<file path="src/logic/hdr_cfg.svh">
/*
  HDR path configuration
  widths, mode code and special register-file addresses shared by the HDR blocks
*/
`ifndef HDR_CFG_SVH
`define HDR_CFG_SVH

`define HDR_ADDR_W      12         // register-file address bus
`define HDR_DATA_W      16         // payload word
`define HDR_IDX_W       5          // base and len fields of a command
`define HDR_REGF_DEPTH  32         // stored words

`define HDR_MODE_DDR    3'd6       // mode code for HDR-DDR

`define HDR_DUMMY_ADDR  12'd450    // decodes to the dummy word
`define HDR_IDLE_ADDR   12'd1000   // parked address when nobody reads
`define HDR_DUMMY_WORD  16'hA5C3   // filler sent between CCC and DDR

`endif

</file>
<file path="src/logic/hdr_pkg.sv">
/*
  HDR path package
  command and frame types, path select and the HDR-DDR parity function
*/
`default_nettype none

`include "hdr_cfg.svh"

package hdr_pkg;

  typedef struct packed {
    logic                  cp;    // 1 = CCC, 0 = plain DDR transfer
    logic                  toc;   // 1 = exit, 0 = restart
    logic [2:0]            mode;
    logic [`HDR_IDX_W-1:0] base;  // first word in the regfile
    logic [`HDR_IDX_W-1:0] len;   // words, 1 to 16
  } hdr_cmd_t;

  typedef struct packed {
    logic [1:0]             par;
    logic [`HDR_DATA_W-1:0] data;
  } hdr_frame_t;

  typedef enum logic {
    PATH_DDR = 1'b0,
    PATH_CCC = 1'b1
  } hdr_path_e;

  // upper bit covers the odd data bits, lower bit the even ones, inverted
  function automatic logic [1:0] hdr_parity(input logic [`HDR_DATA_W-1:0] data);
    logic odd_p;
    logic even_p;
    odd_p  = 1'b0;
    even_p = 1'b0;
    for (int i = 0; i < `HDR_DATA_W; i += 2) begin
      even_p ^= data[i];
      odd_p  ^= data[i+1];
    end
    return {odd_p, ~even_p};
  endfunction

endpackage

`default_nettype wire

</file>
<file path="src/logic/hdr_regf.sv">
/*
  HDR register file
  command and payload words, host write port, synchronous read with a dummy address
*/
`default_nettype none

`include "hdr_cfg.svh"

module hdr_regf (
  input  wire logic                   i_sys_clk,
  input  wire logic                   i_sys_rst_n,
  input  wire logic                   i_wr_en,
  input  wire logic [`HDR_ADDR_W-1:0] i_wr_addr,
  input  wire logic [`HDR_DATA_W-1:0] i_wr_data,
  input  wire logic                   i_rd_en,
  input  wire logic [`HDR_ADDR_W-1:0] i_rd_addr,
  output logic      [`HDR_DATA_W-1:0] o_rd_data
);

  localparam int IDX_W = $clog2(`HDR_REGF_DEPTH);

  logic [`HDR_DATA_W-1:0] mem [`HDR_REGF_DEPTH];
  logic                   wr_hit;

  assign wr_hit = i_wr_en && (i_wr_addr < `HDR_REGF_DEPTH);

  always_ff @(posedge i_sys_clk or negedge i_sys_rst_n) begin
    if (!i_sys_rst_n) begin
      for (int i = 0; i < `HDR_REGF_DEPTH; i++) begin
        mem[i] <= '0;
      end
      o_rd_data <= '0;
    end else begin
      if (wr_hit) begin
        mem[i_wr_addr[IDX_W-1:0]] <= i_wr_data;
      end
      if (i_rd_en) begin
        if (i_rd_addr == `HDR_DUMMY_ADDR) begin
          o_rd_data <= `HDR_DUMMY_WORD;
        end else if (i_rd_addr < `HDR_REGF_DEPTH) begin
          o_rd_data <= mem[i_rd_addr[IDX_W-1:0]];
        end else begin
          o_rd_data <= '0;   // unmapped
        end
      end
    end
  end

endmodule

`default_nettype wire

</file>
<file path="src/logic/hdr_engine.sv">
/*
  HDR engine
  chooses CCC or DDR sequencing per command, steers the transmit path
  and chains restarts until a command asks for an exit
*/
`default_nettype none

`include "hdr_cfg.svh"

module hdr_engine (
  input  wire logic               i_sys_clk,
  input  wire logic               i_sys_rst_n,
  input  wire logic               i_hdr_en,
  input  wire hdr_pkg::hdr_cmd_t  i_cmd,
  input  wire logic               i_ccc_done,
  input  wire logic               i_ddr_done,
  output logic                    o_ccc_start,
  output logic                    o_ccc_dummy,
  output logic                    o_ddr_start,
  output hdr_pkg::hdr_cmd_t       o_cmd,
  output hdr_pkg::hdr_path_e      o_path,
  output logic                    o_busy,
  output logic                    o_hdr_done
);

  import hdr_pkg::*;

  typedef enum logic [1:0] {
    ST_IDLE = 2'b00,
    ST_CCC  = 2'b01,
    ST_DDR  = 2'b10
  } state_e;

  state_e state;
  logic   dummy_pend;   // dummy CCC word in flight, DDR follows
  logic   exit_now;

  // exit on toc, or on any mode that is not HDR-DDR
  assign exit_now = o_cmd.toc || (o_cmd.mode != `HDR_MODE_DDR);
  assign o_busy   = (state != ST_IDLE);

  always_ff @(posedge i_sys_clk or negedge i_sys_rst_n) begin
    if (!i_sys_rst_n) begin
      state       <= ST_IDLE;
      o_cmd       <= '0;
      o_path      <= PATH_DDR;
      o_ccc_start <= 1'b0;
      o_ccc_dummy <= 1'b0;
      o_ddr_start <= 1'b0;
      o_hdr_done  <= 1'b0;
      dummy_pend  <= 1'b0;
    end else begin
      o_ccc_start <= 1'b0;   // pulses
      o_ddr_start <= 1'b0;
      o_hdr_done  <= 1'b0;
      case (state)
        ST_IDLE: begin
          o_ccc_dummy <= 1'b0;
          dummy_pend  <= 1'b0;
          if (i_hdr_en) begin
            o_cmd <= i_cmd;
            if (i_cmd.cp) begin
              o_ccc_start <= 1'b1;
              o_path      <= PATH_CCC;
              state       <= ST_CCC;
            end else begin
              o_ddr_start <= 1'b1;
              o_path      <= PATH_DDR;
              state       <= ST_DDR;
            end
          end
        end

        ST_CCC: begin
          if (!i_hdr_en) begin
            state <= ST_IDLE;     // abort, no done
          end else if (i_ccc_done) begin
            if (dummy_pend) begin
              // dummy word sent, now run the latched DDR command
              dummy_pend  <= 1'b0;
              o_ccc_dummy <= 1'b0;
              o_ddr_start <= 1'b1;
              o_path      <= PATH_DDR;
              state       <= ST_DDR;
            end else if (exit_now) begin
              o_hdr_done <= 1'b1;
              state      <= ST_IDLE;
            end else begin
              o_cmd       <= i_cmd;
              o_ccc_start <= 1'b1;
              if (!i_cmd.cp) begin
                o_ccc_dummy <= 1'b1;   // one filler word first
                dummy_pend  <= 1'b1;
              end
            end
          end
        end

        ST_DDR: begin
          if (!i_hdr_en) begin
            state <= ST_IDLE;
          end else if (i_ddr_done) begin
            if (exit_now) begin
              o_hdr_done <= 1'b1;
              state      <= ST_IDLE;
            end else begin
              o_cmd <= i_cmd;
              if (i_cmd.cp) begin
                o_ccc_start <= 1'b1;
                o_path      <= PATH_CCC;
                state       <= ST_CCC;
              end else begin
                o_ddr_start <= 1'b1;   // stay on DDR
              end
            end
          end
        end

        default: state <= ST_IDLE;
      endcase
    end
  end

endmodule

`default_nettype wire

</file>
<file path="src/logic/ccc_sequencer.sv">
/*
  CCC sequencer
  reads a CCC word sequence, or one dummy word, and frames it with HDR-DDR parity
*/
`default_nettype none

`include "hdr_cfg.svh"

module ccc_sequencer (
  input  wire logic                   i_sys_clk,
  input  wire logic                   i_sys_rst_n,
  input  wire logic                   i_start,
  input  wire logic                   i_dummy,
  input  wire hdr_pkg::hdr_cmd_t      i_cmd,
  input  wire logic [`HDR_DATA_W-1:0] i_rd_data,
  output logic                        o_rd_en,
  output logic      [`HDR_ADDR_W-1:0] o_rd_addr,
  output logic                        o_frame_valid,
  output hdr_pkg::hdr_frame_t         o_frame,
  output logic                        o_done
);

  import hdr_pkg::*;

  localparam int ADDR_W = `HDR_ADDR_W;

  logic [`HDR_IDX_W-1:0] rd_left;   // reads still to issue after this one
  logic                  last_vld;  // returning word is the final one

  always_ff @(posedge i_sys_clk or negedge i_sys_rst_n) begin
    if (!i_sys_rst_n) begin
      o_rd_en       <= 1'b0;
      o_rd_addr     <= '0;
      rd_left       <= '0;
      o_frame_valid <= 1'b0;
      last_vld      <= 1'b0;
      o_done        <= 1'b0;
    end else begin
      o_frame_valid <= o_rd_en;              // data comes back a cycle later
      last_vld      <= o_rd_en && (rd_left == '0);
      o_done        <= last_vld;
      if (i_start) begin
        o_rd_en <= 1'b1;
        if (i_dummy) begin
          o_rd_addr <= `HDR_DUMMY_ADDR;
          rd_left   <= '0;                     // single word
        end else begin
          o_rd_addr <= ADDR_W'(i_cmd.base);
          rd_left   <= i_cmd.len - 1'b1;
        end
      end else if (o_rd_en) begin
        if (rd_left == '0) begin
          o_rd_en <= 1'b0;
        end else begin
          o_rd_addr <= o_rd_addr + 1'b1;
          rd_left   <= rd_left - 1'b1;
        end
      end
    end
  end

  always_comb begin
    o_frame.data = i_rd_data;
    o_frame.par  = hdr_parity(i_rd_data);
  end

endmodule

`default_nettype wire

</file>
<file path="src/logic/ddr_sequencer.sv">
/*
  DDR sequencer
  walks the payload words of an HDR-DDR transfer and frames them with parity
*/
`default_nettype none

`include "hdr_cfg.svh"

module ddr_sequencer (
  input  wire logic                   i_sys_clk,
  input  wire logic                   i_sys_rst_n,
  input  wire logic                   i_start,
  input  wire hdr_pkg::hdr_cmd_t      i_cmd,
  input  wire logic [`HDR_DATA_W-1:0] i_rd_data,
  output logic                        o_rd_en,
  output logic      [`HDR_ADDR_W-1:0] o_rd_addr,
  output logic                        o_frame_valid,
  output hdr_pkg::hdr_frame_t         o_frame,
  output logic                        o_done
);

  import hdr_pkg::*;

  localparam int ADDR_W = `HDR_ADDR_W;

  logic [`HDR_IDX_W-1:0] base_q;
  logic [`HDR_IDX_W-1:0] len_q;
  logic [`HDR_IDX_W-1:0] word_idx;   // payload word being read
  logic                  last_rd;
  logic                  last_vld;

  assign last_rd   = (word_idx == len_q - 1'b1);
  assign o_rd_addr = ADDR_W'(base_q) + ADDR_W'(word_idx);

  always_ff @(posedge i_sys_clk or negedge i_sys_rst_n) begin
    if (!i_sys_rst_n) begin
      base_q        <= '0;
      len_q         <= '0;
      word_idx      <= '0;
      o_rd_en       <= 1'b0;
      o_frame_valid <= 1'b0;
      last_vld      <= 1'b0;
      o_done        <= 1'b0;
    end else begin
      o_frame_valid <= o_rd_en;
      last_vld      <= o_rd_en && last_rd;
      o_done        <= last_vld;   // one cycle after last data
      if (i_start) begin
        base_q   <= i_cmd.base;
        len_q    <= i_cmd.len;
        word_idx <= '0;
        o_rd_en  <= 1'b1;
      end else if (o_rd_en) begin
        if (last_rd) begin
          o_rd_en <= 1'b0;
        end else begin
          word_idx <= word_idx + 1'b1;
        end
      end
    end
  end

  always_comb begin
    o_frame.data = i_rd_data;
    o_frame.par  = hdr_parity(i_rd_data);
  end

endmodule

`default_nettype wire

</file>
<file path="src/logic/hdr_path_mux.sv">
/*
  HDR path multiplexer
  joins the CCC and DDR sequencers onto one read port and one registered tx port
*/
`default_nettype none

`include "hdr_cfg.svh"

module hdr_path_mux (
  input  wire logic                   i_sys_clk,
  input  wire logic                   i_sys_rst_n,
  input  wire hdr_pkg::hdr_path_e     i_path,
  input  wire logic                   i_ccc_rd_en,
  input  wire logic [`HDR_ADDR_W-1:0] i_ccc_rd_addr,
  input  wire logic                   i_ccc_frame_valid,
  input  wire hdr_pkg::hdr_frame_t    i_ccc_frame,
  input  wire logic                   i_ddr_rd_en,
  input  wire logic [`HDR_ADDR_W-1:0] i_ddr_rd_addr,
  input  wire logic                   i_ddr_frame_valid,
  input  wire hdr_pkg::hdr_frame_t    i_ddr_frame,
  output logic                        o_rd_en,
  output logic      [`HDR_ADDR_W-1:0] o_rd_addr,
  output logic                        o_tx_valid,
  output hdr_pkg::hdr_frame_t         o_tx_frame
);

  import hdr_pkg::*;

  logic sel_ccc;

  assign sel_ccc = (i_path == PATH_CCC);

  // read side, address parked when no read is strobed
  always_comb begin
    o_rd_en   = sel_ccc ? i_ccc_rd_en : i_ddr_rd_en;
    o_rd_addr = `HDR_IDLE_ADDR;
    if (o_rd_en) begin
      o_rd_addr = sel_ccc ? i_ccc_rd_addr : i_ddr_rd_addr;
    end
  end

  always_ff @(posedge i_sys_clk or negedge i_sys_rst_n) begin
    if (!i_sys_rst_n) begin
      o_tx_valid <= 1'b0;
    end else begin
      o_tx_valid <= sel_ccc ? i_ccc_frame_valid : i_ddr_frame_valid;
    end
  end

  always_ff @(posedge i_sys_clk) begin
    o_tx_frame <= sel_ccc ? i_ccc_frame : i_ddr_frame;
  end

endmodule

`default_nettype wire

</file>
<file path="src/logic/hdr_subsys.sv">
/*
  HDR subsystem top
  engine, CCC and DDR sequencers, path mux and register file
*/
`default_nettype none

`include "hdr_cfg.svh"

module hdr_subsys (
  input  wire logic                   i_sys_clk,
  input  wire logic                   i_sys_rst_n,
  input  wire logic                   i_wr_en,
  input  wire logic [`HDR_ADDR_W-1:0] i_wr_addr,
  input  wire logic [`HDR_DATA_W-1:0] i_wr_data,
  input  wire hdr_pkg::hdr_cmd_t      i_cmd,
  input  wire logic                   i_hdr_en,
  output logic                        o_tx_valid,
  output hdr_pkg::hdr_frame_t         o_tx_frame,
  output logic                        o_hdr_done,
  output logic                        o_busy,
  output hdr_pkg::hdr_path_e          o_path
);

  import hdr_pkg::*;

  hdr_cmd_t               seq_cmd;
  logic                   ccc_start;
  logic                   ccc_dummy;
  logic                   ccc_done;
  logic                   ddr_start;
  logic                   ddr_done;
  logic                   ccc_rd_en;
  logic [`HDR_ADDR_W-1:0] ccc_rd_addr;
  logic                   ccc_frame_valid;
  hdr_frame_t             ccc_frame;
  logic                   ddr_rd_en;
  logic [`HDR_ADDR_W-1:0] ddr_rd_addr;
  logic                   ddr_frame_valid;
  hdr_frame_t             ddr_frame;
  logic                   rd_en;
  logic [`HDR_ADDR_W-1:0] rd_addr;
  logic [`HDR_DATA_W-1:0] rd_data;   // shared by both sequencers

  hdr_engine u_engine (
    .i_sys_clk   (i_sys_clk),
    .i_sys_rst_n (i_sys_rst_n),
    .i_hdr_en    (i_hdr_en),
    .i_cmd       (i_cmd),
    .i_ccc_done  (ccc_done),
    .i_ddr_done  (ddr_done),
    .o_ccc_start (ccc_start),
    .o_ccc_dummy (ccc_dummy),
    .o_ddr_start (ddr_start),
    .o_cmd       (seq_cmd),
    .o_path      (o_path),
    .o_busy      (o_busy),
    .o_hdr_done  (o_hdr_done)
  );

  ccc_sequencer u_ccc_seq (
    .i_sys_clk     (i_sys_clk),
    .i_sys_rst_n   (i_sys_rst_n),
    .i_start       (ccc_start),
    .i_dummy       (ccc_dummy),
    .i_cmd         (seq_cmd),
    .i_rd_data     (rd_data),
    .o_rd_en       (ccc_rd_en),
    .o_rd_addr     (ccc_rd_addr),
    .o_frame_valid (ccc_frame_valid),
    .o_frame       (ccc_frame),
    .o_done        (ccc_done)
  );

  ddr_sequencer u_ddr_seq (
    .i_sys_clk     (i_sys_clk),
    .i_sys_rst_n   (i_sys_rst_n),
    .i_start       (ddr_start),
    .i_cmd         (seq_cmd),
    .i_rd_data     (rd_data),
    .o_rd_en       (ddr_rd_en),
    .o_rd_addr     (ddr_rd_addr),
    .o_frame_valid (ddr_frame_valid),
    .o_frame       (ddr_frame),
    .o_done        (ddr_done)
  );

  hdr_path_mux u_path_mux (
    .i_sys_clk         (i_sys_clk),
    .i_sys_rst_n       (i_sys_rst_n),
    .i_path            (o_path),
    .i_ccc_rd_en       (ccc_rd_en),
    .i_ccc_rd_addr     (ccc_rd_addr),
    .i_ccc_frame_valid (ccc_frame_valid),
    .i_ccc_frame       (ccc_frame),
    .i_ddr_rd_en       (ddr_rd_en),
    .i_ddr_rd_addr     (ddr_rd_addr),
    .i_ddr_frame_valid (ddr_frame_valid),
    .i_ddr_frame       (ddr_frame),
    .o_rd_en           (rd_en),
    .o_rd_addr         (rd_addr),
    .o_tx_valid        (o_tx_valid),
    .o_tx_frame        (o_tx_frame)
  );

  hdr_regf u_regf (
    .i_sys_clk   (i_sys_clk),
    .i_sys_rst_n (i_sys_rst_n),
    .i_wr_en     (i_wr_en),
    .i_wr_addr   (i_wr_addr),
    .i_wr_data   (i_wr_data),
    .i_rd_en     (rd_en),
    .i_rd_addr   (rd_addr),
    .o_rd_data   (rd_data)
  );

endmodule

`default_nettype wire

</file>
<file path="config.mk">
export PLATFORM = sky130hd
export DESIGN_NAME = hdr_subsys
export DESIGN_NICKNAME = d
export VERILOG_FILES = /design/src/logic/hdr_pkg.sv /design/src/logic/hdr_regf.sv /design/src/logic/hdr_engine.sv /design/src/logic/ccc_sequencer.sv /design/src/logic/ddr_sequencer.sv /design/src/logic/hdr_path_mux.sv /design/src/logic/hdr_subsys.sv
export VERILOG_INCLUDE_DIRS = /design/src /design/src/logic
export SDC_FILE = /design/constraint.sdc
export NUM_CORES = 1
export LEC_CHECK = 0
export BUFFER_PORTS_ARGS = -buffer_cell sky130_fd_sc_hd__buf_2
export CORE_MARGIN = 2
export CORE_UTILIZATION = 68
export CTS_CLUSTER_SIZE = 8
export DETAILED_ROUTE_END_ITERATION = 6
export HOLD_SLACK_MARGIN = 0.05
export PLACE_DENSITY_LB_ADDON = 0.3
export SYNTH_ARGS = -nofsm -noshare
export SYNTH_HDL_FRONTEND = slang
export SYNTH_HIERARCHICAL = 1
export SYNTH_SLANG_ARGS = --single-unit
</file>
<file path="constraint.sdc">
create_clock -name i_sys_clk -period 6.1 [get_ports i_sys_clk]
set_input_delay 0.305 -clock i_sys_clk [delete_from_list [all_inputs] [get_ports i_sys_clk]]
set_output_delay 0.305 -clock i_sys_clk [all_outputs]
set_load 0.01 [all_outputs]
</file>
# After elaboration in Yosys (flattened, before gate mapping)
# Index checks and enable logic that the tools add are counted.
dict set report totals {
  reg_bits 610
  input_bits 47
  output_inout_bits 22
  elab_cells 223
}
dict set report classes {
  addsub 6
  order_cmp 5
  eq_ne 22
  n_mux 93
  bitwise_logic 17
  reduce_logical 19
}
# cell n
set ops {}
lappend ops {{512-bit bitwise mux} 1}
lappend ops {{15-bit two-way mux} 7}
lappend ops {{16-bit binary-select mux with 5-bit select} 1}
lappend ops {{16-bit demux with 5-bit select} 1}
lappend ops {{16-bit two-way mux} 5}
lappend ops {{12-bit two-way mux} 5}
lappend ops {{1-bit two-way mux} 47}
lappend ops {{15-bit case mux with 3 select lines} 1}
lappend ops {{5-bit two-way mux} 7}
lappend ops {{12-bit by 6-bit < comparator with 1-bit output, second input constant} 2}
lappend ops {{2-bit two-way mux} 10}
lappend ops {{2-bit inequality test, second input constant} 8}
lappend ops {{5-bit by 1-bit subtractor with 5-bit output, second input constant} 3}
lappend ops {{1-bit XOR} 14}
lappend ops {{12-bit by 1-bit adder with 12-bit output, second input constant} 1}
lappend ops {{12-bit by 9-bit == test with 1-bit output, second input constant} 1}
lappend ops {{6-bit >= comparator, second input constant} 2}
lappend ops {{3-bit by 2-bit inequality test with 1-bit output, second input constant} 4}
lappend ops {{5-bit inverter with 6-bit output} 2}
lappend ops {{5-bit AND reduction} 2}
lappend ops {{9-bit two-way mux} 1}
lappend ops {{1-bit case mux with 3 select lines} 3}
lappend ops {{9-bit AND reduction} 1}
lappend ops {{2-bit nonzero test} 4}
lappend ops {{21 further kinds} 29}

# Depth between registers and ports, before layout
# Gate-level depths: netlist (run 1).
dict set report logic_depth {
  ltp_word 9
  mapped_depth 14
  depth_no_buf 13
}

# By module
# The synthesis (run 1) kept the hierarchy.
# mod n_inst cells_per_inst area_each_um2 seq_area_each_um2
set modules_own_cells {}
lappend modules_own_cells {hdr_regf 1 1533 24209.5 13212.7}
lappend modules_own_cells {ccc_sequencer 1 143 1367.6 525.5}
lappend modules_own_cells {ddr_sequencer 1 129 1367.6 475.5}
lappend modules_own_cells {hdr_engine 1 91 1212.4 575.6}
lappend modules_own_cells {hdr_path_mux 1 82 915.9 385.4}

# Worst setup path before layout (run 1)
# No wires, ideal clock.
dict set report synth_timing {
  kind {reg2reg}
  startpoint {register u_ddr_seq.word_idx[0]}
  endpoint {register u_regf.o_rd_data[15]}
  setup_time_ns 0.065
  arrival_ns 3.157
  required_ns 6.035
  path_slack_ns 2.878
  stages_incl_launch_ff 13
  n_path_buf 2
  period_less_slack_ns 3.222
  path_cell_list {dfrtp_1 ha_1 fa_1 a21o_1 a21oi_1 xnor2_1 nand2_1 o21ai_0 clkbuf_1 clkbuf_1 nand2_1 o211ai_1 o221a_2}
}
dict set report synth_via {
  elab_chain_cells 9
  word_cells_on_any_way 11
  classes_between {add/sub (1); order compare (1); eq/ne (1); mux (7); bitwise (1)}
}
# element line_no
set synth_lines {}
lappend synth_lines {{from (decl)} ddr_sequencer.sv:28} ;# logic [`HDR_IDX_W-1:0] word_idx;
lappend synth_lines {{from (signal assigned)} ddr_sequencer.sv:57} ;# word_idx <= word_idx + 1'b1;
lappend synth_lines {{5-bit by 5-bit adder with 6-bit output (*)} ddr_sequencer.sv:33} ;# assign o_rd_addr = ADDR_W'(base_q) + ADDR_W'(word_idx);
lappend synth_lines {{named net ddr_rd_addr[4]} hdr_subsys.sv:37} ;# logic [`HDR_ADDR_W-1:0] ddr_rd_addr;
lappend synth_lines {{12-bit two-way mux (*)} hdr_path_mux.sv:38} ;# o_rd_addr = sel_ccc ? i_ccc_rd_addr : i_ddr_rd_addr;
lappend synth_lines {{12-bit two-way mux (*)} hdr_path_mux.sv:37} ;# if (o_rd_en) begin
lappend synth_lines {{named net rd_addr[4]} hdr_subsys.sv:41} ;# logic [`HDR_ADDR_W-1:0] rd_addr;
lappend synth_lines {{5-bit inverter with 6-bit output (implied by the code)} hdr_regf.sv:41} ;# o_rd_data <= mem[i_rd_addr[IDX_W-1:0]];
lappend synth_lines {{16-bit binary-select mux with 5-bit select} hdr_regf.sv:41}
lappend synth_lines {{16-bit two-way mux (implied by the code) (2 in series)} hdr_regf.sv:41}
lappend synth_lines {{16-bit two-way mux} hdr_regf.sv:40} ;# end else if (i_rd_addr < `HDR_REGF_DEPTH) begin
lappend synth_lines {{16-bit two-way mux (*)} hdr_regf.sv:38} ;# if (i_rd_addr == `HDR_DUMMY_ADDR) begin
lappend synth_lines {{to (signal assigned)} hdr_regf.sv:39} ;# o_rd_data <= `HDR_DUMMY_WORD;
lappend synth_lines {{to (signal assigned)} hdr_regf.sv:41}
lappend synth_lines {{to (decl)} hdr_regf.sv:17} ;# output logic [`HDR_DATA_W-1:0] o_rd_data
# Mark *: on every way through the listed nets, which the timed path passes. The rest lies on a longest branch. The select of a mux whose other input is x is not followed.
# A chain may end at the register's enable or synchronous reset.

# Worst setup path after layout (run 1)
dict set report layout_timing {
  startpoint {register u_engine.o_path}
  endpoint {register u_regf.o_rd_data[3]}
}
dict set report layout_via {
  elab_chain_cells 8
  word_cells_on_any_way 11
  classes_between {order compare (1); eq/ne (1); mux (8); bitwise (1)}
}
# element line_no
set layout_lines {}
lappend layout_lines {{from (decl)} hdr_engine.sv:21} ;# output hdr_pkg::hdr_path_e o_path,
lappend layout_lines {{from (signal assigned)} hdr_engine.sv:46} ;# o_path <= PATH_DDR;
lappend layout_lines {{from (signal assigned)} hdr_engine.sv:64} ;# o_path <= PATH_CCC;
lappend layout_lines {{from (signal assigned)} hdr_engine.sv:68} ;# o_path <= PATH_DDR;
lappend layout_lines {{12-bit two-way mux or 1-bit two-way mux (tied branches)} {hdr_path_mux.sv:38, hdr_path_mux.sv:35}}
lappend layout_lines {{12-bit two-way mux (*)} hdr_path_mux.sv:37}
lappend layout_lines {{named net rd_addr[0]} hdr_subsys.sv:41}
lappend layout_lines {{5-bit inverter with 6-bit output (implied by the code)} hdr_regf.sv:41}
lappend layout_lines {{16-bit binary-select mux with 5-bit select} hdr_regf.sv:41}
lappend layout_lines {{16-bit two-way mux (implied by the code) (2 in series)} hdr_regf.sv:41}
lappend layout_lines {{16-bit two-way mux} hdr_regf.sv:40}
lappend layout_lines {{16-bit two-way mux (*)} hdr_regf.sv:38}
# Marked as above.

==> results of run 1 <==
-- state kept, by name (all words and copies together), names as in the netlist, 2 cells and up --
register / count
u_regf/mem: 512
u_path_mux/o_tx_frame: 18
u_regf/o_rd_data: 16
u_engine/o_cmd: 14
u_ccc_seq/o_rd_addr: 12
u_ccc_seq/rd_left: 5
u_ddr_seq/base_q: 5
u_ddr_seq/len_q: 5
u_ddr_seq/word_idx: 5
u_engine/state: 2
-- stage by stage --
stage                     cell area [sq um]  setup slack, ns  cells
after global routing                  31800             1.89   2560
after global placement                29300             2.22   2433
after detailed placement              29300             2.17   2433
after CTS                             31800             2.12   2560
after floorplan                       29100             2.88   1981
final                                 31800             2.11   2561
-- layout make-up --
| type | count | area [sq um] |
|---|---|---|
| repair buffers | 116 | 831 |
| flip-flops and latches | 609 | 15200 |
| fillers | 2442 | 10200 |
| clock inverters | 8 | 104 |
| well taps | 539 | 674 |
| diodes | 1 | 2.50 |
| inverters | 20 | 75.1 |
| multi-input cells | 1167 | 12800 |
| clock buffers | 101 | 2210 |
-- timing repair --
action | in CTS | in global routing
endpoints found under the hold margin | 136 | 0
setup endpoints to repair | 0 | 0
hold buffers | 18 | 0
-- worst max path at each step --
stage | start | to | cells past startpoint
finish | u_engine/o_path | u_regf/o_rd_data[3] | 8
global route | u_engine/o_path | u_regf/o_rd_data[8] | 8
global placement | u_engine/o_path | u_regf/o_rd_data[3] | 8
detailed placement | u_engine/o_path | u_regf/o_rd_data[14] | 8
floorplan | u_ddr_seq/word_idx[0] | u_regf/o_rd_data[15] | 12
CTS | u_engine/o_path | u_regf/o_rd_data[3] | 8
-- power by group --
| group | total (W) | switching, W | internal, W |
|---|---|---|---|
| registers | 0.00464 | 0.000356 | 0.00429 |
| clock network | 0.00419 | 0.00167 | 0.00252 |
| logic | 0.00464 | 0.00276 | 0.00188 |
| total | 0.0135 | 0.00479 | 0.00869 |
-- metal layers --
layer,up-vias,share of wire (%),GRT usage (%)
met5,-,0,0
met4,0,3.7,13.9
met3,191,6.4,6.84
met2,627,50,52.3
met1,9157,40,42.5
li1,7246,-,-
==> impl_metrics.toml, run 1 <==
[worst_setup_path]
regToRegEndpoint = "u_regf/o_rd_data[3]"
cp_slowest_stage_delay_ns = 1.08
r2r_slack_ns = 2.11
cp-start-kind = "flop"
reg2reg_from = "u_engine/o_path"
crit_slowest_cell = "dfrtp_2"
critPathTopFamily = "multiplexers"
cp_data_required_time_ns = 6.60
cpMostUsedCell = "mux4_2"
reg2reg_depth = 8
crit_buf_inv = 1
critPathCaptureType = "flop"
crit_type = "flop to flop"
path_max_fanout = 98
cp_cell_sequence = "nand3_1, o21ai_4, buf_12, mux4_2, mux4_2, nor2_1, a2111oi_0, a21o_1"
cp_data_arrival_time_ns = 4.49

[cells_and_area]
most-common-layout-cells = "dfrtp_1, mux2_2, mux4_2, clkbuf_16, buf_2"
drive_gt1_share_pct = 45.0
utilization_pct = 75.7
synthToLayoutAreaGrowth_pct = 9.66
layout_commonest_cell = "dfrtp_1"
fin_nets = 2062

[sta]
maxSlewHeadroom_pct = 14.9
worst_hold_slack_ns = 0.352
maxSlewViolCount = 0
clock-skew-final_ns = 0.0143
rsz0062_at_grt = "no"
post-route-min-period_ns = 3.99
period_share_pct = 65.4
final-setup-viol-count = 0
fin_setup_tns_ns = 0
max_freq_ghz = 0.251
tightest_slew_ns = 1.27
finalHoldViolCount = 0

[clock_tree]
clock_latency_ns = 0.61
clk_path_buf_depth = 3
numCtsBuffers = 86
post_cts_buffers = 0
root_buffer = "clkbuf_16"
htree_num_levels = 3
clkSlewWorstSetupHoldPaths_ns = 0.05
ctsResizeCount = 0
cts_tree = "done"
cts_sinks = 609

[drt]
vias = 17200
drcViolationCount = 0
first_iter_violations = 1186
routedWlPerCell_um = 26.7
ant_nets = 0
dr.pass1.iters = 5
wl_mm = 68.3
vias_per_cell = 6.72

[synth]
netlist_instances = 1976
syn_area_sq_um = 29000
synth_warnings = 6
syn_avg_cell_area_sq_um = 14.7

[hold_path]
whs_path_depth = 0
worst_hold_path_type = "flop to flop"
hp-start = "u_ddr_seq/last_vld"
min_delay_worst_endpoint = "u_ddr_seq/o_done"

[global_routing]
grt_use_total_pct = 32.2
grt_max_degree = 183
gr-total-overflow = 0
antenna_found_initial = 0
grt_pass1_vias = 18600
grt_first_pass_wirelength_mm = 108

[outcome]
outcome = "finished, final reports clean"

[place]
portBuffers = 68
place_hpwl_mm = 41.0
gp_congestion = 0.839

[flow_run]
maxCapViolCount = 0

[pwr]
ir_drop_mv = 0.762
power.density_nw_per_um2 = 423
finalPower_w = 0.0135
p_leak_nw = 15.2

[die]
die_w_um = 211
core-area_sq_um = 42000
num_rows = 75
die-area_sq_um = 44400
initial_core_util_pct = 69.1
boundaryPins = 69
dieHeight_um = 211
(Power assumes the default switching activity.)
==> run 2, diff against run 1 <==
--- a/config.mk
+++ b/config.mk
@@ -8,7 +8,7 @@
 export LEC_CHECK = 0
 export BUFFER_PORTS_ARGS = -buffer_cell sky130_fd_sc_hd__buf_2
 export CORE_MARGIN = 2
-export CORE_UTILIZATION = 68
+export CORE_UTILIZATION = 57
 export CTS_CLUSTER_SIZE = 8
 export DETAILED_ROUTE_END_ITERATION = 6
 export HOLD_SLACK_MARGIN = 0.05
==> constraint.sdc (replaced) <==
create_clock -name i_sys_clk -period 3.6 [get_ports i_sys_clk]
set_input_delay 0.18 -clock i_sys_clk [delete_from_list [all_inputs] [get_ports i_sys_clk]]
set_output_delay 0.18 -clock i_sys_clk [all_outputs]
set_load 0.01 [all_outputs]
==> run 2 against run 1 <==
  * Hold slack worse by 0.13 ns
  * Sequential cell count unchanged
  * Wire length up 0.61%
  * Non-clock buffer count up 38
  * Fmax up 19%
  * First-iteration DRC count down 2.0%
  * Critical path depth up 2
  * Sequential share of layout area down 0.94 points
  * Clock skew up 0.017 ns
  * Largest cell class unchanged
  * Highest routed layer unchanged
==> impl_metrics.toml, run 2 (synthesis results as in run 1) <==
[global_routing]
grt_use_total_pct = 27.0
gr-total-overflow = 0
antenna_found_initial = 0
grt_first_pass_wirelength_mm = 109
grt_max_degree = 115
grt_pass1_vias = 18300

[sta]
rsz0062_at_grt = "no"
maxSlewViolCount = 0
clock-skew-final_ns = 0.0312
max_freq_ghz = 0.298
final-setup-viol-count = 0
period_share_pct = 93.3
post-route-min-period_ns = 3.36
fin_setup_tns_ns = 0
maxSlewHeadroom_pct = 29.4
finalHoldViolCount = 0
tightest_slew_ns = 1.06

[clock_tree]
numCtsBuffers = 86
root_buffer = "clkbuf_16"
htree_num_levels = 3
post_cts_buffers = 0
cts_sinks = 609
clock_latency_ns = 0.62
clkSlewWorstSetupHoldPaths_ns = 0.05
clk_path_buf_depth = 3
cts_tree = "done"

[worst_setup_path]
crit_buf_inv = 1
cp_cell_sequence = "ha_1, fa_1, xor2_1, nand2_1, o21ai_4, buf_12, mux4_2, mux2i_1, o22ai_1, o31a_1"
critPathCaptureType = "flop"
cp_data_required_time_ns = 4.08
cp_slowest_stage_delay_ns = 0.46
r2r_slack_ns = 0.24
cp_data_arrival_time_ns = 3.83
cp-start-kind = "flop"
crit_slowest_cell = "fa_1"
crit_type = "flop to flop"
critPathTopFamily = "compound AO/OA/AOI/OAI gates"
path_max_fanout = 33

[die]
core-area_sq_um = 50200
boundaryPins = 69
die_w_um = 230
die-area_sq_um = 52800
dieHeight_um = 230
num_rows = 82
initial_core_util_pct = 57.9

[outcome]
outcome = "finished, final reports clean"

[drt]
dr.pass1.iters = 5
vias = 17100
drcViolationCount = 0
routedWlPerCell_um = 25.0
vias_per_cell = 6.23
first_iter_violations = 1162
wl_mm = 68.7
ant_nets = 0

[pwr]
ir_drop_mv = 0.570
p_leak_nw = 15.5
power.density_nw_per_um2 = 721

[cells_and_area]
drive_gt1_share_pct = 45.7
top_register = "u_regf/mem"
layout_commonest_cell = "dfrtp_1"
fin_nets = 2100
synthToLayoutAreaGrowth_pct = 11.9
reg_top3 = "u_regf/mem (512), u_path_mux/o_tx_frame (18), u_regf/o_rd_data (16)"
instances_no_fill = 2742
largest_reg_flops = 512
most-common-layout-cells = "dfrtp_1, mux2_2, mux4_2, clkbuf_16, buf_2"

[place]
portBuffers = 68
gp_congestion = 0.826
placedCellCount = 2604
place_hpwl_mm = 43.1

[hold_path]
worst_hold_path_type = "input port to flop"

[flow_run]
maxCapViolCount = 0
## run 2: cell count changes in the layout (fill, tap and decap cells not counted)
cell,delta
clkinv_4,-1
nor2b_1,+1
buf_4,+25
inv_16,-1
buf_6,+1
clkbuf_16,+2
nor2b_2,-1
clkbuf_1,+10
clkinv_8,-2
clkinv_2,+2
buf_12,+12
## run 2: where the power goes
group          total [W]  internal (W)  switching (W)  leakage, nW
Clock            0.00718       0.00438        0.00281         1.14
Sequential       0.00774       0.00726       0.000481         8.29
Combinational    0.00848       0.00368        0.00480         6.06
## run 2: metal layers
metal	vias to the layer above	share of wire, %	global-route usage, %
met2	464	49	44.4
li1	7335	-	-
met4	0	3.4	10.6
met1	9123	43	36.5
met5	-	0	0
met3	148	4.5	3.98
## run 2: what timing repair did
item,CTS,global route
hold endpoints to repair,124,0
gates resized for setup,0,1
hold buffers,18,0
setup endpoints to repair,0,1
## run 2: per-stage QoR
| stage | total power [W] | util (%) | hold WS [ns] | worst slack [ns] | cell area [sq um] |
|---|---|---|---|---|---|
| finish | 0.0234 | 64.7 | 0.223 | 0.243 | 32500 |
| global route | 0.0245 | 64.7 | 0.238 | 0.0252 | 32500 |
| CTS | 0.0235 | 64.7 | 0.180 | 0.193 | 32500 |
| detailed placement | 0.0162 | 59.7 | 0.342 | 0.220 | 29900 |
| global placement | 0.0161 | 59.7 | 0.338 | 0.327 | 29900 |
| floorplan | 0.0137 | - | -0.116 | 0.378 | 29100 |
## run 2: area by class of cell
cell class                      instances  area [sq um]
Timing Repair Buffer                  154          1270
Clock buffer                          113          2300
Sequential cell                       609         15200
Tap cell                              672           841
Inverter                               20          75.1
Clock inverter                          6          52.6
Fill cell                            3539         17700
Antenna cell                            1          2.50
Multi-Input combinational cell       1167         12800
## run 2: path summary, 6_finish.rpt
| check | start | end | cells after the start |
|---|---|---|---|
| setup reg to reg | u_ddr_seq/word_idx[0] | u_regf/o_rd_data[6] | 10 |
| hold / removal | i_wr_data[10] | u_regf/mem[218] | 2 |
| max in group asynchronous | i_sys_rst_n | u_regf/mem[339] | 3 |
| setup / recovery | u_ddr_seq/word_idx[0] | u_regf/o_rd_data[6] | 10 |
| min in group asynchronous | i_sys_rst_n | u_ccc_seq/o_rd_addr[11] | 2 |
| hold reg to reg | u_ddr_seq/last_vld | u_ddr_seq/o_done | 0 |
==> run 3, diff against run 2 <==
--- a/config.mk
+++ b/config.mk
@@ -8,7 +8,7 @@
 export LEC_CHECK = 0
 export BUFFER_PORTS_ARGS = -buffer_cell sky130_fd_sc_hd__buf_2
 export CORE_MARGIN = 2
-export CORE_UTILIZATION = 57
+export CORE_UTILIZATION = 35
 export CTS_CLUSTER_SIZE = 8
 export DETAILED_ROUTE_END_ITERATION = 6
 export HOLD_SLACK_MARGIN = 0.05
==> run 3 against run 2 <==
  * Sequential share of layout area is 0.71 points lower
  * Sequential power hardly changed
  * Combinational power up 2.7%
  * First-iteration DRC count decreased by 16%
  * Critical endpoint is now u_regf/o_rd_data[15]
  * Largest cell class unchanged
==> impl_metrics.toml, run 3 (synthesis results as in run 1) <==
[global_routing]
grt_pass1_vias = 18000
grt_max_degree = 175
antenna_found_initial = 3
grt_use_total_pct = 17.5
grt_first_pass_wirelength_mm = 113
gr-total-overflow = 0

[drt]
first_iter_violations = 981
vias_per_cell = 5.33
drcViolationCount = 0
vias = 16800
routedWlPerCell_um = 23.5
wl_mm = 74.1
ant_nets = 0
dr.pass1.iters = 5

[worst_setup_path]
cp-start-kind = "flop"
cpMostUsedCell = "nand2_1"
critPathCaptureType = "flop"
cp_data_required_time_ns = 4.14
cp_data_arrival_time_ns = 4.01
path_max_fanout = 23
cp_slowest_stage_delay_ns = 0.71
crit_slowest_cell = "a311oi_1"
crit_type = "flop to flop"
cp_cell_sequence = "ha_1, fa_1, a21o_1, a21oi_1, xnor2_1, nand2_1, o21ai_2, buf_12, inv_1, buf_4, nand2_1, a311oi_1, o221a_2"

[sta]
rsz0062_at_grt = "no"
post-route-min-period_ns = 3.47
fin_setup_tns_ns = 0
maxSlewHeadroom_pct = 28.7
clock-skew-final_ns = 0.0374
period_share_pct = 96.4
max_freq_ghz = 0.288
setup_ws_ns = 0.130
finalHoldViolCount = 0
final-setup-viol-count = 0
maxSlewViolCount = 0
tightest_slew_ns = 1.07

[cells_and_area]
top_register = "u_regf/mem"
drive_gt1_share_pct = 45.8
synthToLayoutAreaGrowth_pct = 13.6
seq_area_sq_um = 15200
fin_nets = 2104
most-common-layout-cells = "dfrtp_1, mux2_2, mux4_2, clkbuf_16, buf_2"
layout_commonest_cell = "dfrtp_1"
n_fill_cell = 7529
largest_reg_flops = 512
reg_top3 = "u_regf/mem (512), u_path_mux/o_tx_frame (18), u_regf/o_rd_data (16)"
utilization_pct = 40.2
multi_input_area_sq_um = 12800

[die]
core-area_sq_um = 82100
num_rows = 105
dieHeight_um = 292
die-area_sq_um = 85300
initial_core_util_pct = 35.4
boundaryPins = 69
die_w_um = 292

[pwr]
ir_drop_mv = 0.774
p_leak_nw = 15.5
power.density_nw_per_um2 = 722

[outcome]
outcome = "finished, final reports clean"

[clock_tree]
post_cts_buffers = 0
clock_latency_ns = 0.64
root_buffer = "clkbuf_16"
cts_tree = "done"
cts_sinks = 609
clk_path_buf_depth = 3
clkSlewWorstSetupHoldPaths_ns = 0.05
numCtsBuffers = 87
htree_num_levels = 3

[place]
gp_congestion = 0.787
place_hpwl_mm = 45.6
portBuffers = 68
place_ws_ns = 0.164

[flow_run]
maxCapViolCount = 0

[hold_path]
worst_hold_path_type = "input port to flop"
-- run 3: cell types whose count changed in the layout (fill, tap and decap cells not counted), sizes merged --
| cell | previous run | this run |
|---|---|---|
| diode | 1 | 2 |
| clkbuf | 113 | 114 |
| dlygate4sd3 | 18 | 19 |
| inv | 22 | 21 |
| clkinv | 4 | 7 |
| buf | 136 | 138 |
-- run 3: path summary, 6_finish.rpt --
check / from / to / slack, ns / depth (start not counted)
worst max-delay path: u_ddr_seq/word_idx[0] / u_regf/o_rd_data[15] / 0.13 / 13
worst min-delay path: i_wr_data[2] / u_regf/mem[50] / 0.20 / 2
worst max register to register: u_ddr_seq/word_idx[0] / u_regf/o_rd_data[15] / 0.13 / 13
worst min register to register: u_ddr_seq/last_vld / u_ddr_seq/o_done / 0.35 / 0
max in group asynchronous: i_sys_rst_n / u_regf/o_rd_data[14] / 2.36 / 3
min in group asynchronous: i_sys_rst_n / u_ccc_seq/o_frame_valid / 0.25 / 3
-- run 3: where the power goes --
| part | switching (W) | leakage [nW] | internal (W) |
|---|---|---|---|
| sequential | 0.000484 | 8.29 | 0.00726 |
| combinational | 0.00504 | 6.04 | 0.00367 |
| clock | 0.00297 | 1.15 | 0.00437 |
| total | 0.00849 | 15.5 | 0.0153 |
-- run 3: final cells by class --
class	instances	share of cell area, %
Clock buffer	114	6.91
Sequential cell	609	45.9
Clock inverter	8	0.341
Timing Repair Buffer	157	3.69
Multi-Input combinational cell	1167	38.8
Tap cell	1070	4.06
Antenna cell	2	0.0152
Inverter	20	0.228
-- run 3: routing by layer --
layer | track usage [%] | vias to the layer above | part of all wire (%)
met2 | 29.2 | 318 | 49
li1 | - | 7340 | -
met5 | 0 | - | 0.018
met1 | 23.4 | 8981 | 45
met3 | 3.24 | 120 | 3.9
met4 | 4.97 | 2 | 2.3
-- run 3: timing repair --
item                                    CTS  global route
hold endpoints to repair                529             0
hold buffers                             19             0
resized for setup                         0             3
endpoints found under the setup margin    0             6
-- run 3: stage by stage --
stage                     hold WS (ns)  cell area, sq um  total power [W]  instances
after floorplan                 -0.116             29100           0.0137       1981
after detailed placement        0.0398             30400           0.0166       3004
after CTS                        0.160             33000           0.0241       3145
after global placement          0.0397             30400           0.0166       3004
after global routing             0.208             33000           0.0250       3146
final                            0.202             33000           0.0238       3147
-- run 3: critical path, delay by kind of cell, from the launching register on --
kind                     cells  cell delay, ns
flip-flops                   1            0.44
adder cells (fa/ha/maj)      2            0.71
AO/OA/AOI/OAI                5            1.47
buffers and inverters        3            0.55
XOR/XNOR                     1            0.08
AND/OR/NAND/NOR              2            0.16
